$ cat src/status_pkg.sv
package status_pkg;

    typedef logic [31:0] axi_data_t;
    typedef logic [31:0] axi_addr_t;   // word address
    typedef logic [3:0]  axi_strb_t;
    typedef logic [3:0]  axi_id_t;
    typedef logic [7:0]  axi_len_t;    // beats minus one
    typedef logic [15:0] rstn_vec_t;   // one bit per bus master or slave
    typedef logic [7:0]  power_vec_t;  // one bit per supply port
    typedef logic [31:0] ip_addr_t;

    typedef enum logic [1:0] {
        BURST_FIXED = 2'b00,
        BURST_INCR  = 2'b01,
        BURST_WRAP  = 2'b10,
        BURST_RSVD  = 2'b11
    } axi_burst_e;

    typedef enum logic [1:0] {
        RESP_OKAY   = 2'b00,
        RESP_SLVERR = 2'b10
    } axi_resp_e;

    localparam axi_addr_t ADDR_AXI_INIT     = 32'h0000_0000; // bus reset status, ro
    localparam axi_addr_t ADDR_AXI_RESET    = 32'h0000_0001; // bus reset pulses, wo
    localparam axi_addr_t ADDR_UID_HI       = 32'h0000_0002; // ro
    localparam axi_addr_t ADDR_UID_LO       = 32'h0000_0003; // ro
    localparam axi_addr_t ADDR_POWER_STATUS = 32'h0000_0004; // rw
    localparam axi_addr_t ADDR_POWER_RESET  = 32'h0000_0005; // power reset pulse, wo
    localparam axi_addr_t ADDR_HOST_IP      = 32'h0000_0006; // rw
    localparam axi_addr_t ADDR_BOARD_IP     = 32'h0000_0007; // rw
    localparam axi_addr_t ADDR_LAST         = 32'h0000_0007;
    localparam axi_data_t RD_ILLEGAL_DATA   = 32'hFFFF_FFFF;

    typedef struct packed {
        logic      en;
        axi_addr_t addr;
        axi_data_t data;
        axi_strb_t strb;
    } reg_wr_t;

    typedef struct packed {
        rstn_vec_t master_rstn;  // 1 = running, 0 = held in reset
        rstn_vec_t slave_rstn;
        axi_data_t uid_high;
        axi_data_t uid_low;
    } sys_status_t;

    typedef struct packed {
        rstn_vec_t  axi_master_reset;
        rstn_vec_t  axi_slave_reset;
        power_vec_t power_reset;
    } reset_pulse_t;

    typedef struct packed {
        ip_addr_t host_ip;
        ip_addr_t board_ip;
    } net_cfg_t;

    function automatic logic wr_addr_legal(axi_addr_t addr);
        return (addr <= ADDR_LAST) && (addr != ADDR_UID_HI) && (addr != ADDR_UID_LO);
    endfunction

    function automatic logic rd_addr_legal(axi_addr_t addr);
        return (addr <= ADDR_LAST) && (addr != ADDR_AXI_RESET) && (addr != ADDR_POWER_RESET);
    endfunction

endpackage

$ cat src/status_regfile.sv
module status_regfile import status_pkg::*; (
    input  logic         clk,
    input  logic         STATUS_SLAVE_RSTN_SYNC,
    input  reg_wr_t      reg_wr,
    input  axi_addr_t    rd_addr,
    input  sys_status_t  sys_status,
    output axi_data_t    rd_data,
    output reset_pulse_t reset_pulse,
    output power_vec_t   power_status,
    output net_cfg_t     net_cfg
);

    localparam int PWR_W  = $bits(power_vec_t);
    localparam int RSTN_W = $bits(rstn_vec_t);

    axi_data_t wr_mask;     // strobes spread over byte lanes
    axi_data_t wr_bits;     // write data under the strobes
    logic      wr_bus_rst;
    logic      wr_pwr;
    logic      wr_pwr_rst;
    logic      wr_host;
    logic      wr_board;

    always_comb begin
        for (int i = 0; i < $bits(axi_strb_t); i++) begin
            wr_mask[8*i +: 8] = {8{reg_wr.strb[i]}};
        end
    end

    assign wr_bits    = reg_wr.data & wr_mask;
    assign wr_bus_rst = reg_wr.en && (reg_wr.addr == ADDR_AXI_RESET);
    assign wr_pwr     = reg_wr.en && (reg_wr.addr == ADDR_POWER_STATUS);
    assign wr_pwr_rst = reg_wr.en && (reg_wr.addr == ADDR_POWER_RESET);
    assign wr_host    = reg_wr.en && (reg_wr.addr == ADDR_HOST_IP);
    assign wr_board   = reg_wr.en && (reg_wr.addr == ADDR_BOARD_IP);

    always_ff @(posedge clk or negedge STATUS_SLAVE_RSTN_SYNC) begin
        if (!STATUS_SLAVE_RSTN_SYNC) begin
            power_status <= '0;
            net_cfg      <= '0;
        end else begin
            if (wr_pwr) begin
                power_status <= (power_status & ~wr_mask[PWR_W-1:0]) | wr_bits[PWR_W-1:0];
            end
            if (wr_host) begin
                net_cfg.host_ip <= (net_cfg.host_ip & ~wr_mask) | wr_bits;
            end
            if (wr_board) begin
                net_cfg.board_ip <= (net_cfg.board_ip & ~wr_mask) | wr_bits;
            end
        end
    end

    // one cycle per beat; a bit already high is not stretched by a back-to-back beat
    always_ff @(posedge clk or negedge STATUS_SLAVE_RSTN_SYNC) begin
        if (!STATUS_SLAVE_RSTN_SYNC) begin
            reset_pulse <= '0;
        end else begin
            reset_pulse <= '0;
            if (wr_bus_rst) begin
                reset_pulse.axi_master_reset <= wr_bits[2*RSTN_W-1:RSTN_W]
                                                & ~reset_pulse.axi_master_reset;
                reset_pulse.axi_slave_reset  <= wr_bits[RSTN_W-1:0]
                                                & ~reset_pulse.axi_slave_reset;
            end
            if (wr_pwr_rst) begin
                reset_pulse.power_reset <= wr_bits[PWR_W-1:0] & ~reset_pulse.power_reset;
            end
        end
    end

    always_comb begin
        case (rd_addr)
            ADDR_AXI_INIT:     rd_data = {sys_status.master_rstn, sys_status.slave_rstn};
            ADDR_UID_HI:       rd_data = sys_status.uid_high;
            ADDR_UID_LO:       rd_data = sys_status.uid_low;
            ADDR_POWER_STATUS: rd_data = axi_data_t'(power_status);
            ADDR_HOST_IP:      rd_data = net_cfg.host_ip;
            ADDR_BOARD_IP:     rd_data = net_cfg.board_ip;
            default:           rd_data = RD_ILLEGAL_DATA;  // write only or unmapped
        endcase
    end

    a_pulse_one_cycle: assert property (
        @(posedge clk) disable iff (!STATUS_SLAVE_RSTN_SYNC)
        !(|(reset_pulse & $past(reset_pulse)))
    );

endmodule

$ cat src/status_wr_channel.sv
module status_wr_channel import status_pkg::*; (
    input  logic       clk,
    input  logic       STATUS_SLAVE_RSTN_SYNC,
    input  axi_id_t    awid,
    input  axi_addr_t  awaddr,
    input  axi_burst_e awburst,
    input  logic       awvalid,
    output logic       awready,
    input  axi_data_t  wdata,
    input  axi_strb_t  wstrb,
    input  logic       wlast,
    input  logic       wvalid,
    output logic       wready,
    output axi_id_t    bid,
    output axi_resp_e  bresp,
    output logic       bvalid,
    input  logic       bready,
    output reg_wr_t    reg_wr
);

    typedef enum logic [1:0] {
        WR_IDLE,
        WR_DATA,
        WR_RESP
    } wr_state_e;

    wr_state_e  state, state_nxt;
    axi_burst_e burst_q;
    axi_addr_t  addr_q;     // address of the current beat
    logic       err_q;      // sticky for the whole burst
    logic       aw_hs, w_hs, b_hs;

    assign aw_hs = awvalid && awready;
    assign w_hs  = wvalid && wready;
    assign b_hs  = bvalid && bready;

    always_comb begin
        state_nxt = state;
        case (state)
            WR_IDLE: if (aw_hs) state_nxt = WR_DATA;
            WR_DATA: if (w_hs && wlast) state_nxt = WR_RESP;  // no awlen, wlast ends it
            WR_RESP: if (b_hs) state_nxt = WR_IDLE;
            default: state_nxt = WR_IDLE;
        endcase
    end

    always_ff @(posedge clk or negedge STATUS_SLAVE_RSTN_SYNC) begin
        if (!STATUS_SLAVE_RSTN_SYNC) begin
            state <= WR_IDLE;
            err_q <= 1'b0;
        end else begin
            state <= state_nxt;
            if (aw_hs) begin
                err_q <= awburst inside {BURST_WRAP, BURST_RSVD};
            end else if (w_hs && !wr_addr_legal(addr_q)) begin
                err_q <= 1'b1;
            end
        end
    end

    always_ff @(posedge clk) begin
        if (aw_hs) begin
            bid     <= awid;
            burst_q <= awburst;
            addr_q  <= awaddr;
        end else if (w_hs && (burst_q == BURST_INCR)) begin
            addr_q <= addr_q + 1'b1;  // fixed bursts stay put
        end
    end

    assign awready = (state == WR_IDLE);
    assign wready  = (state == WR_DATA);
    assign bvalid  = (state == WR_RESP);
    assign bresp   = err_q ? RESP_SLVERR : RESP_OKAY;

    // regfile decodes the address, unmapped beats change nothing
    assign reg_wr = '{en: w_hs, addr: addr_q, data: wdata, strb: wstrb};

    a_bresp_hold: assert property (
        @(posedge clk) disable iff (!STATUS_SLAVE_RSTN_SYNC)
        bvalid && !bready |=> bvalid && $stable(bid) && $stable(bresp)
    );

endmodule

$ cat src/status_rd_channel.sv
module status_rd_channel import status_pkg::*; (
    input  logic       clk,
    input  logic       STATUS_SLAVE_RSTN_SYNC,
    input  axi_id_t    arid,
    input  axi_addr_t  araddr,
    input  axi_len_t   arlen,
    input  axi_burst_e arburst,
    input  logic       arvalid,
    output logic       arready,
    output axi_id_t    rid,
    output axi_data_t  rdata,
    output axi_resp_e  rresp,
    output logic       rlast,
    output logic       rvalid,
    input  logic       rready,
    output axi_addr_t  rd_addr,
    input  axi_data_t  rd_data
);

    typedef enum logic {
        RD_IDLE,
        RD_DATA
    } rd_state_e;

    rd_state_e  state;
    axi_len_t   len_q;
    axi_len_t   beat_q;     // beats already accepted
    axi_burst_e burst_q;
    axi_addr_t  addr_q;     // address of the beat on the bus
    logic       err_q;      // sticky from the first bad beat on
    logic       ar_hs, r_hs;

    assign ar_hs = arvalid && arready;
    assign r_hs  = rvalid && rready;

    // address of the next beat, fetched while the current one is taken
    always_comb begin
        rd_addr = addr_q;
        if (ar_hs) begin
            rd_addr = araddr;
        end else if (r_hs && (burst_q == BURST_INCR)) begin
            rd_addr = addr_q + 1'b1;
        end
    end

    always_ff @(posedge clk or negedge STATUS_SLAVE_RSTN_SYNC) begin
        if (!STATUS_SLAVE_RSTN_SYNC) begin
            state  <= RD_IDLE;
            len_q  <= '0;
            beat_q <= '0;
            err_q  <= 1'b0;
        end else if (ar_hs) begin
            state  <= RD_DATA;
            len_q  <= arlen;
            beat_q <= '0;
            err_q  <= (arburst inside {BURST_WRAP, BURST_RSVD}) || !rd_addr_legal(araddr);
        end else if (r_hs) begin
            if (rlast) begin
                state <= RD_IDLE;
            end
            beat_q <= beat_q + 1'b1;
            err_q  <= err_q || !rd_addr_legal(rd_addr);
        end
    end

    // beat payload only moves on a handshake, so it holds under back-pressure
    always_ff @(posedge clk) begin
        if (ar_hs) begin
            rid     <= arid;
            burst_q <= arburst;
        end
        if (ar_hs || r_hs) begin
            addr_q <= rd_addr;
            rdata  <= rd_data;
        end
    end

    assign arready = (state == RD_IDLE);
    assign rvalid  = (state == RD_DATA);
    assign rlast   = rvalid && (beat_q == len_q);
    assign rresp   = err_q ? RESP_SLVERR : RESP_OKAY;

    a_rbeat_hold: assert property (
        @(posedge clk) disable iff (!STATUS_SLAVE_RSTN_SYNC)
        rvalid && !rready |=> rvalid && $stable(rdata) && $stable(rresp) && $stable(rlast)
    );

endmodule

$ cat src/status_axi_slave.sv
module status_axi_slave import status_pkg::*; (
    input  logic         clk,
    input  logic         STATUS_SLAVE_RSTN_SYNC,
    input  axi_id_t      awid,
    input  axi_addr_t    awaddr,
    input  axi_burst_e   awburst,
    input  logic         awvalid,
    output logic         awready,
    input  axi_data_t    wdata,
    input  axi_strb_t    wstrb,
    input  logic         wlast,
    input  logic         wvalid,
    output logic         wready,
    output axi_id_t      bid,
    output axi_resp_e    bresp,
    output logic         bvalid,
    input  logic         bready,
    input  axi_id_t      arid,
    input  axi_addr_t    araddr,
    input  axi_len_t     arlen,
    input  axi_burst_e   arburst,
    input  logic         arvalid,
    output logic         arready,
    output axi_id_t      rid,
    output axi_data_t    rdata,
    output axi_resp_e    rresp,
    output logic         rlast,
    output logic         rvalid,
    input  logic         rready,
    input  sys_status_t  sys_status,
    output reset_pulse_t reset_pulse,
    output power_vec_t   power_status,
    output net_cfg_t     net_cfg
);

    reg_wr_t   reg_wr;   // write command, one per accepted beat
    axi_addr_t rd_addr;
    axi_data_t rd_data;

    status_wr_channel u_wr_channel (
        .clk, .STATUS_SLAVE_RSTN_SYNC,
        .awid, .awaddr, .awburst, .awvalid, .awready,
        .wdata, .wstrb, .wlast, .wvalid, .wready,
        .bid, .bresp, .bvalid, .bready,
        .reg_wr
    );

    status_rd_channel u_rd_channel (
        .clk, .STATUS_SLAVE_RSTN_SYNC,
        .arid, .araddr, .arlen, .arburst, .arvalid, .arready,
        .rid, .rdata, .rresp, .rlast, .rvalid, .rready,
        .rd_addr, .rd_data
    );

    status_regfile u_regfile (
        .clk, .STATUS_SLAVE_RSTN_SYNC,
        .reg_wr, .rd_addr, .sys_status,
        .rd_data, .reset_pulse, .power_status, .net_cfg
    );

endmodule

$ cat config.mk
export PLATFORM = sky130hd
export DESIGN_NAME = status_axi_slave
export DESIGN_NICKNAME = d
export VERILOG_FILES = /design/src/status_pkg.sv /design/src/status_regfile.sv /design/src/status_wr_channel.sv /design/src/status_rd_channel.sv /design/src/status_axi_slave.sv
export SDC_FILE = /design/constraint.sdc
export NUM_CORES = 1
export LEC_CHECK = 0
export BUFFER_PORTS_ARGS = -buffer_cell sky130_fd_sc_hd__buf_4
export CORE_UTILIZATION = 45
export CTS_BUF_LIST = sky130_fd_sc_hd__clkbuf_4
export DETAILED_ROUTE_END_ITERATION = 8
export PLACE_DENSITY_LB_ADDON = 0.2
export SYNTH_ARGS = -nofsm -noshare
export SYNTH_HDL_FRONTEND = slang
export SYNTH_SLANG_ARGS = --single-unit
$ cat constraint.sdc
create_clock -name clk -period 3.3 [get_ports clk]
set_clock_uncertainty 0.2 [all_clocks]
set_input_delay 0.165 -clock clk [delete_from_list [all_inputs] [get_ports clk]]
set_output_delay 0.165 -clock clk [all_outputs]
set_load 0.005 [all_outputs]
Yosys cells after proc, flatten, opt, wreduce, memory -nomap -nowiden --
Index checks and enable logic that the tools add are counted.
Cells by class: bitwise gates (word level) 16, reduce and logical (&&, ||, !) cells 37, add/subtract/negate cells 3, order comparisons 3, muxes and demuxes 22, equal/unequal tests 28
Operator list (number):
- equality test 32 x 3 -> 1 bit, second input constant | 7
- one-hot mux 32 bit (6 select lines) | 1
- 2-to-1 mux 32 bit | 5
- bitwise AND 32 bit | 3
- less-or-equal comparator 32 x 3 -> 1 bit, second input constant | 3
- adder 32 x 1 -> 32 bit, second input constant | 2
- equality test 32 x 2 -> 1 bit, second input constant | 2
- inequality test 32 x 1 -> 1 bit, second input constant | 2
- inequality test 32 x 2 -> 1 bit, second input constant | 2
- inequality test 32 x 3 -> 1 bit, second input constant | 2
- bitwise OR 32 bit | 2
- bitwise AND 16 bit | 2
- equality test 32 x 1 -> 1 bit, second input constant | 1
- logical NOT 32 bit | 1
- inverter 16 bit | 2
- inverter 32 bit | 1
- 2-to-1 mux 8 bit | 3
- logical AND 1 bit | 21
- bitwise AND 8 bit | 2
- inverter 8 bit | 2
- nonzero test 2 bit | 6
- equality test 2 bit, second input constant | 5
- 2-to-1 mux 2 bit | 5
- adder 8 x 1 -> 8 bit, second input constant | 1
- 12 further kinds | 26
Word-level totals: input bits 224, output and inout port bits 162, word-level logic and storage cells 128, register bits 241

Depth between registers and ports, before layout --
depth after elaboration 11, gate-level depth with buffers 12, mapped depth without buffers 9

By module --
A second synthesis with hierarchy kept.
Second synthesis, totals: cell total of the unflattened synthesis 1114, area, all modules 12319.3 µm²
By module, submodules not included:
- status_regfile | cells an instance 443, area each 5378.9 µm², instances 1, sequential area each 2802.7 µm²
- status_rd_channel | cells an instance 384, area each 4255.3 µm², instances 1, sequential area each 2552.4 µm²
- status_wr_channel | cells an instance 287, area each 2685.1 µm², instances 1, sequential area each 1216.2 µm²

Worst setup path after synthesis --
No wires, ideal clock.
path type reg-to-reg, start register u_rd_channel.addr_q[13], end register u_rd_channel.rdata[14] (data pin), setup slack 0.004 ns, arrival 2.843 ns, path buffers 3, setup time 0.254 ns, required time 2.846 ns, cell stages (with the launch flop) 12, period minus slack after synthesis 3.296 ns, path through edfxtp_1 -> buf_2 -> nand4_1 -> nor4_1 -> nand4_1 -> xnor2_1 -> mux2_2 -> nor4_1 -> nor4bb_1 -> buf_4 -> buf_12 -> nand2_1
Between the ends: word-level cells in the longest chain between the ends 5, elaborated cells between the ends (all ways) 10, classes of those cells add/sub: 1; eq/ne: 5; mux: 3; reduce/logical: 1
RTL lines:
- start, declared | line status_rd_channel.sv:29 | axi_addr_t addr_q;
- start signal, assigned | line status_rd_channel.sv:73 | addr_q <= rd_addr;
- adder 32 x 1 -> 32 bit (*) | line status_rd_channel.sv:42 | rd_addr = addr_q + 1'b1;
- 2-to-1 mux 32 bit (*) | line status_rd_channel.sv:41 | end else if (r_hs && (burst_q == BURST_INCR)) begin
- 2-to-1 mux 32 bit (*) | line status_rd_channel.sv:39 | if (ar_hs) begin
- via rd_addr[28] | line status_axi_slave.sv:37 | axi_addr_t rd_addr;
- equality test 32 x 3 -> 1 bit, or another cell as far along | line status_regfile.sv:73 | case (rd_addr)
- one-hot mux 32 bit (6 select lines) (*) | line status_regfile.sv:73
- via rd_data[14] | line status_axi_slave.sv:38 | axi_data_t rd_data;
- end signal, assigned | line status_rd_channel.sv:74 | rdata <= rd_data;
- end, declared | line status_rd_channel.sv:11 | output axi_data_t rdata,
Mark *: on every way through the listed nets, which the timed path passes. The rest lies on a longest branch. A chain may end at the register's enable or synchronous reset.

Worst setup path after layout --
start register u_rd_channel.burst_q[1], end register u_rd_channel.rdata[0] (data pin)
Between the ends: word-level cells in the longest chain between the ends 6, elaborated cells between the ends (all ways) 11, classes of those cells eq/ne: 6; mux: 3; reduce/logical: 2
RTL lines:
- start, declared | line status_rd_channel.sv:28 | axi_burst_e burst_q;
- start signal, assigned | line status_rd_channel.sv:70 | burst_q <= arburst;
- equality test 2 x 1 -> 1 bit (*) | line status_rd_channel.sv:41
- logical AND 1 bit (*) | line status_rd_channel.sv:41
- 2-to-1 mux 32 bit (*) | line status_rd_channel.sv:41
- 2-to-1 mux 32 bit (*) | line status_rd_channel.sv:39
- equality test 32 x 3 -> 1 bit, or another cell as far along | line status_regfile.sv:73
- one-hot mux 32 bit (6 select lines) (*) | line status_regfile.sv:73
- via rd_data[0] | line status_axi_slave.sv:38
Marks and branches as above.

==> run summary <==
XOR/XNOR Fraction of Synth Area: 4.782%
Fin area: 19880 sq um
Outcome: complete, but fails checks
Dpl hpwl: 31170 microns
Register area share after synthesis: 53.55%
Area share of the largest cell type after synthesis: 27.12%
Largest net degree at the start of global routing: 87
Ys flop type: dfrtp_1
LEAKAGE: 8.830 nW
Critical path class: reg -> reg
Core area: 26880 sq um
Capturing point of the worst reg2reg path: u_rd_channel.rdata[0]
Clock sinks: 241
Final Cycle Share: 104.6%
Min-delay src: arburst[1]
GRT overflow: 0
Main combinational cell family by area after synthesis: simple AND/OR/NAND/NOR gates
Tmin final: 3.453 ns
Final Hold Viols: 0
Critical path endpoint category: flip-flop
Synthesized area per cell: 10.75 sq um
Worst Hold Depth: 2
CP top delay family: simple AND/OR/NAND/NOR gates
Antenna violations before repair: 5
Aggregate global-route resource usage: 34.73%
Synth Area in Adders: 0.6118%
Fmax: 289.6 MHz
Failing checks: setup timing
Clock slew at reported path FFs: 0.07 ns
Antenna Nets Post-Route: 0
Number of global-route vias before repair: 13.58k
Setup WS post-layout: -0.1531 ns
Startpoint types: flip-flop
Post-synthesis compound-gate area fraction: 7.862%
Drt first pass iters: 6
Relative slew slack: 37.99%
I/O pins: 386
Worst path max stage delay: 0.63 ns
Nets: 2103
Util after Layout: 73.96%
Pre-CTS setup slack: -0.1754 ns
Yosys reg bits: 241
TritonCTS clock tree: yes
Fin. max-slew vios: 0
Top cells by area, synth: dfrtp_1, edfxtp_1, mux2_2
Routability cong.: 0.9387
Clk buf depth: 3
CP Cell Sequence: nand4b_1, or4_4, nor3_2, a21oi_1, buf_4, o21ai_1, or3b_4, nor4bb_4, buf_6, buf_8, buf_16, nand2_2
Die height: 167.1 microns
Endpoint, Worst Hold: u_rd_channel.burst_q[1]
Site Rows: 60
Via count: 12.81k
RSZ-0062 raised after global routing: yes
Yosys top cell by area: dfrtp_1
Area Growth Syn to Fin: 62.00%
Flop2flop setup slack: -0.15 ns
Port Buffer Count: 383
Pwr/cell area: 562.1 nW/um^2
Number of flops mapped to enable cells by yosys: 108
Post-synthesis cell area: 12270 sq um
Setup violators final: 32
Cell count after synthesis: 1141
DR vias/cell: 5.634
H-tree depth: 3
Path category of the worst min-delay check: in -> reg
Post-synth top cells: nand2_1, dfrtp_1, edfxtp_1
Initial DRC count: 1058
Drt drc: 0
Slowest cell on the critical path: or4_4
Post-synth cell types: 65
CTS Buf Count: 68
Root Buffer: clkbuf_4
Slew at the pin closest to its max-slew limit: 0.9270 ns
Die ar.: 27930 sq um
VDD IR max: 437.2 uV
First-pass GRT wire length: 74530 microns
Placed Area: 15880 sq um
Simple-Gate Fraction of Synth Area: 20.12%
WL per Instance: 21.36 microns
CP required: 3.51 ns
Ys async rst share: 55.19%
WP data arrival: 3.66 ns
Post-Route WL: 48580 microns
CP max FO: 8
Chip width: 167.1 microns
FF-to-FF Start: u_rd_channel.burst_q[1]
WP buf/inv: 4
FF-to-FF path depth: 12
Multiplexer area fraction after synthesis: 9.820%
Count leader, synth: nand2_1
Max Cap Violations: 0
Pwr Total: 11.17 mW
Synth warn: 0
Worst-Skew Late Latency: 0.71 ns
Share of post-route cells with drive strength above 1: 37.62%
Initial Utilization: 45.66%
==> area by class of cell <==
class                           instances  area (sq um)
Antenna cell                            6         15.01
Clock buffer                          110         825.8
Clock inverter                         14         132.6
Fill cell                            1839          6998
Inverter                               17         63.81
Multi-Input combinational cell        821          5602
Sequential cell                       241          6571
Tap cell                              341         426.7
Timing Repair Buffer                  724          6241
==> metal layers <==
layer | GRT usage [%] | wire (microns) | up-vias
met4 | 19.82 | 2423 | 0
met3 | 8.343 | 3546 | 190
met5 | 0 | 0 | -
li1 | - | - | 5690
met2 | 59.31 | 24380 | 658
met1 | 40.03 | 18230 | 6274
==> power breakdown <==
group	internal, mW	switching (mW)	total, mW	leakage (nW)
sequential	3.68	0.361	4.04	2.76
combinational	1.75	2.26	4.02	5.50
clock	1.74	1.37	3.12	0.571
total	7.18	4.00	11.2	8.83
==> how the worst max path moves through the flow <==
stage	from	to	cells after the start
2_1_floorplan	u_rd_channel.addr_q[13]	u_rd_channel.rdata[14]	11
3_3_place_gp	u_rd_channel.burst_q[1]	u_rd_channel.rdata[18]	12
3_5_place_dp	u_rd_channel.burst_q[1]	u_rd_channel.rdata[8]	9
4_1_cts	u_rd_channel.burst_q[1]	u_rd_channel.rdata[30]	11
5_1_grt	u_rd_channel.burst_q[1]	u_rd_channel.rdata[30]	14
6_report	u_rd_channel.burst_q[1]	u_rd_channel.rdata[0]	12
==> timing repair <==
item | CTS | global route
setup endpoints to repair | 32 | 41
resized for setup | 47 | 32
hold buffers | 257 | 1
endpoints found under the hold margin | 339 | 1
buffers inserted | 12 | 2
gates cloned | 3 | 0
pin swaps | 15 | 10
==> logic make-up (layout without fill, tap and decap cells) <==
logic type      after synthesis  after routing
fa+ha+maj                     6              6
flops                       241            241
xor+xnor                     67             67
other cells                   1              8
mux                         111            111
simple gates                486            486
compound gates              149            149
buf+inv                      80            865
==> per-stage QoR <==
step / setup TNS [ns] / std cells / hold WS, ns
after detailed placement: -4.969 / 1875 / 0.1436
after global placement: -4.970 / 1875 / 0.1417
after CTS: -3.826 / 2269 / 0.003154
final: -3.882 / 2274 / 0.05083
after global routing: -9.183 / 2273 / 0.009774
after floorplan: 0 / 1142 / -0.3306
==> layout by cell type, fill, tap and decap left out, types with 45 or more instances in the layout <==
master         count
edfxtp_1         108
dlygate4sd3_1    258
buf_4            450
xor2_1            45
mux2_2            75
clkbuf_4         110
dfrtp_1          133
nand3_1           90
nand2_1          164
o21ai_0           54
(Power assumes the default switching activity.)
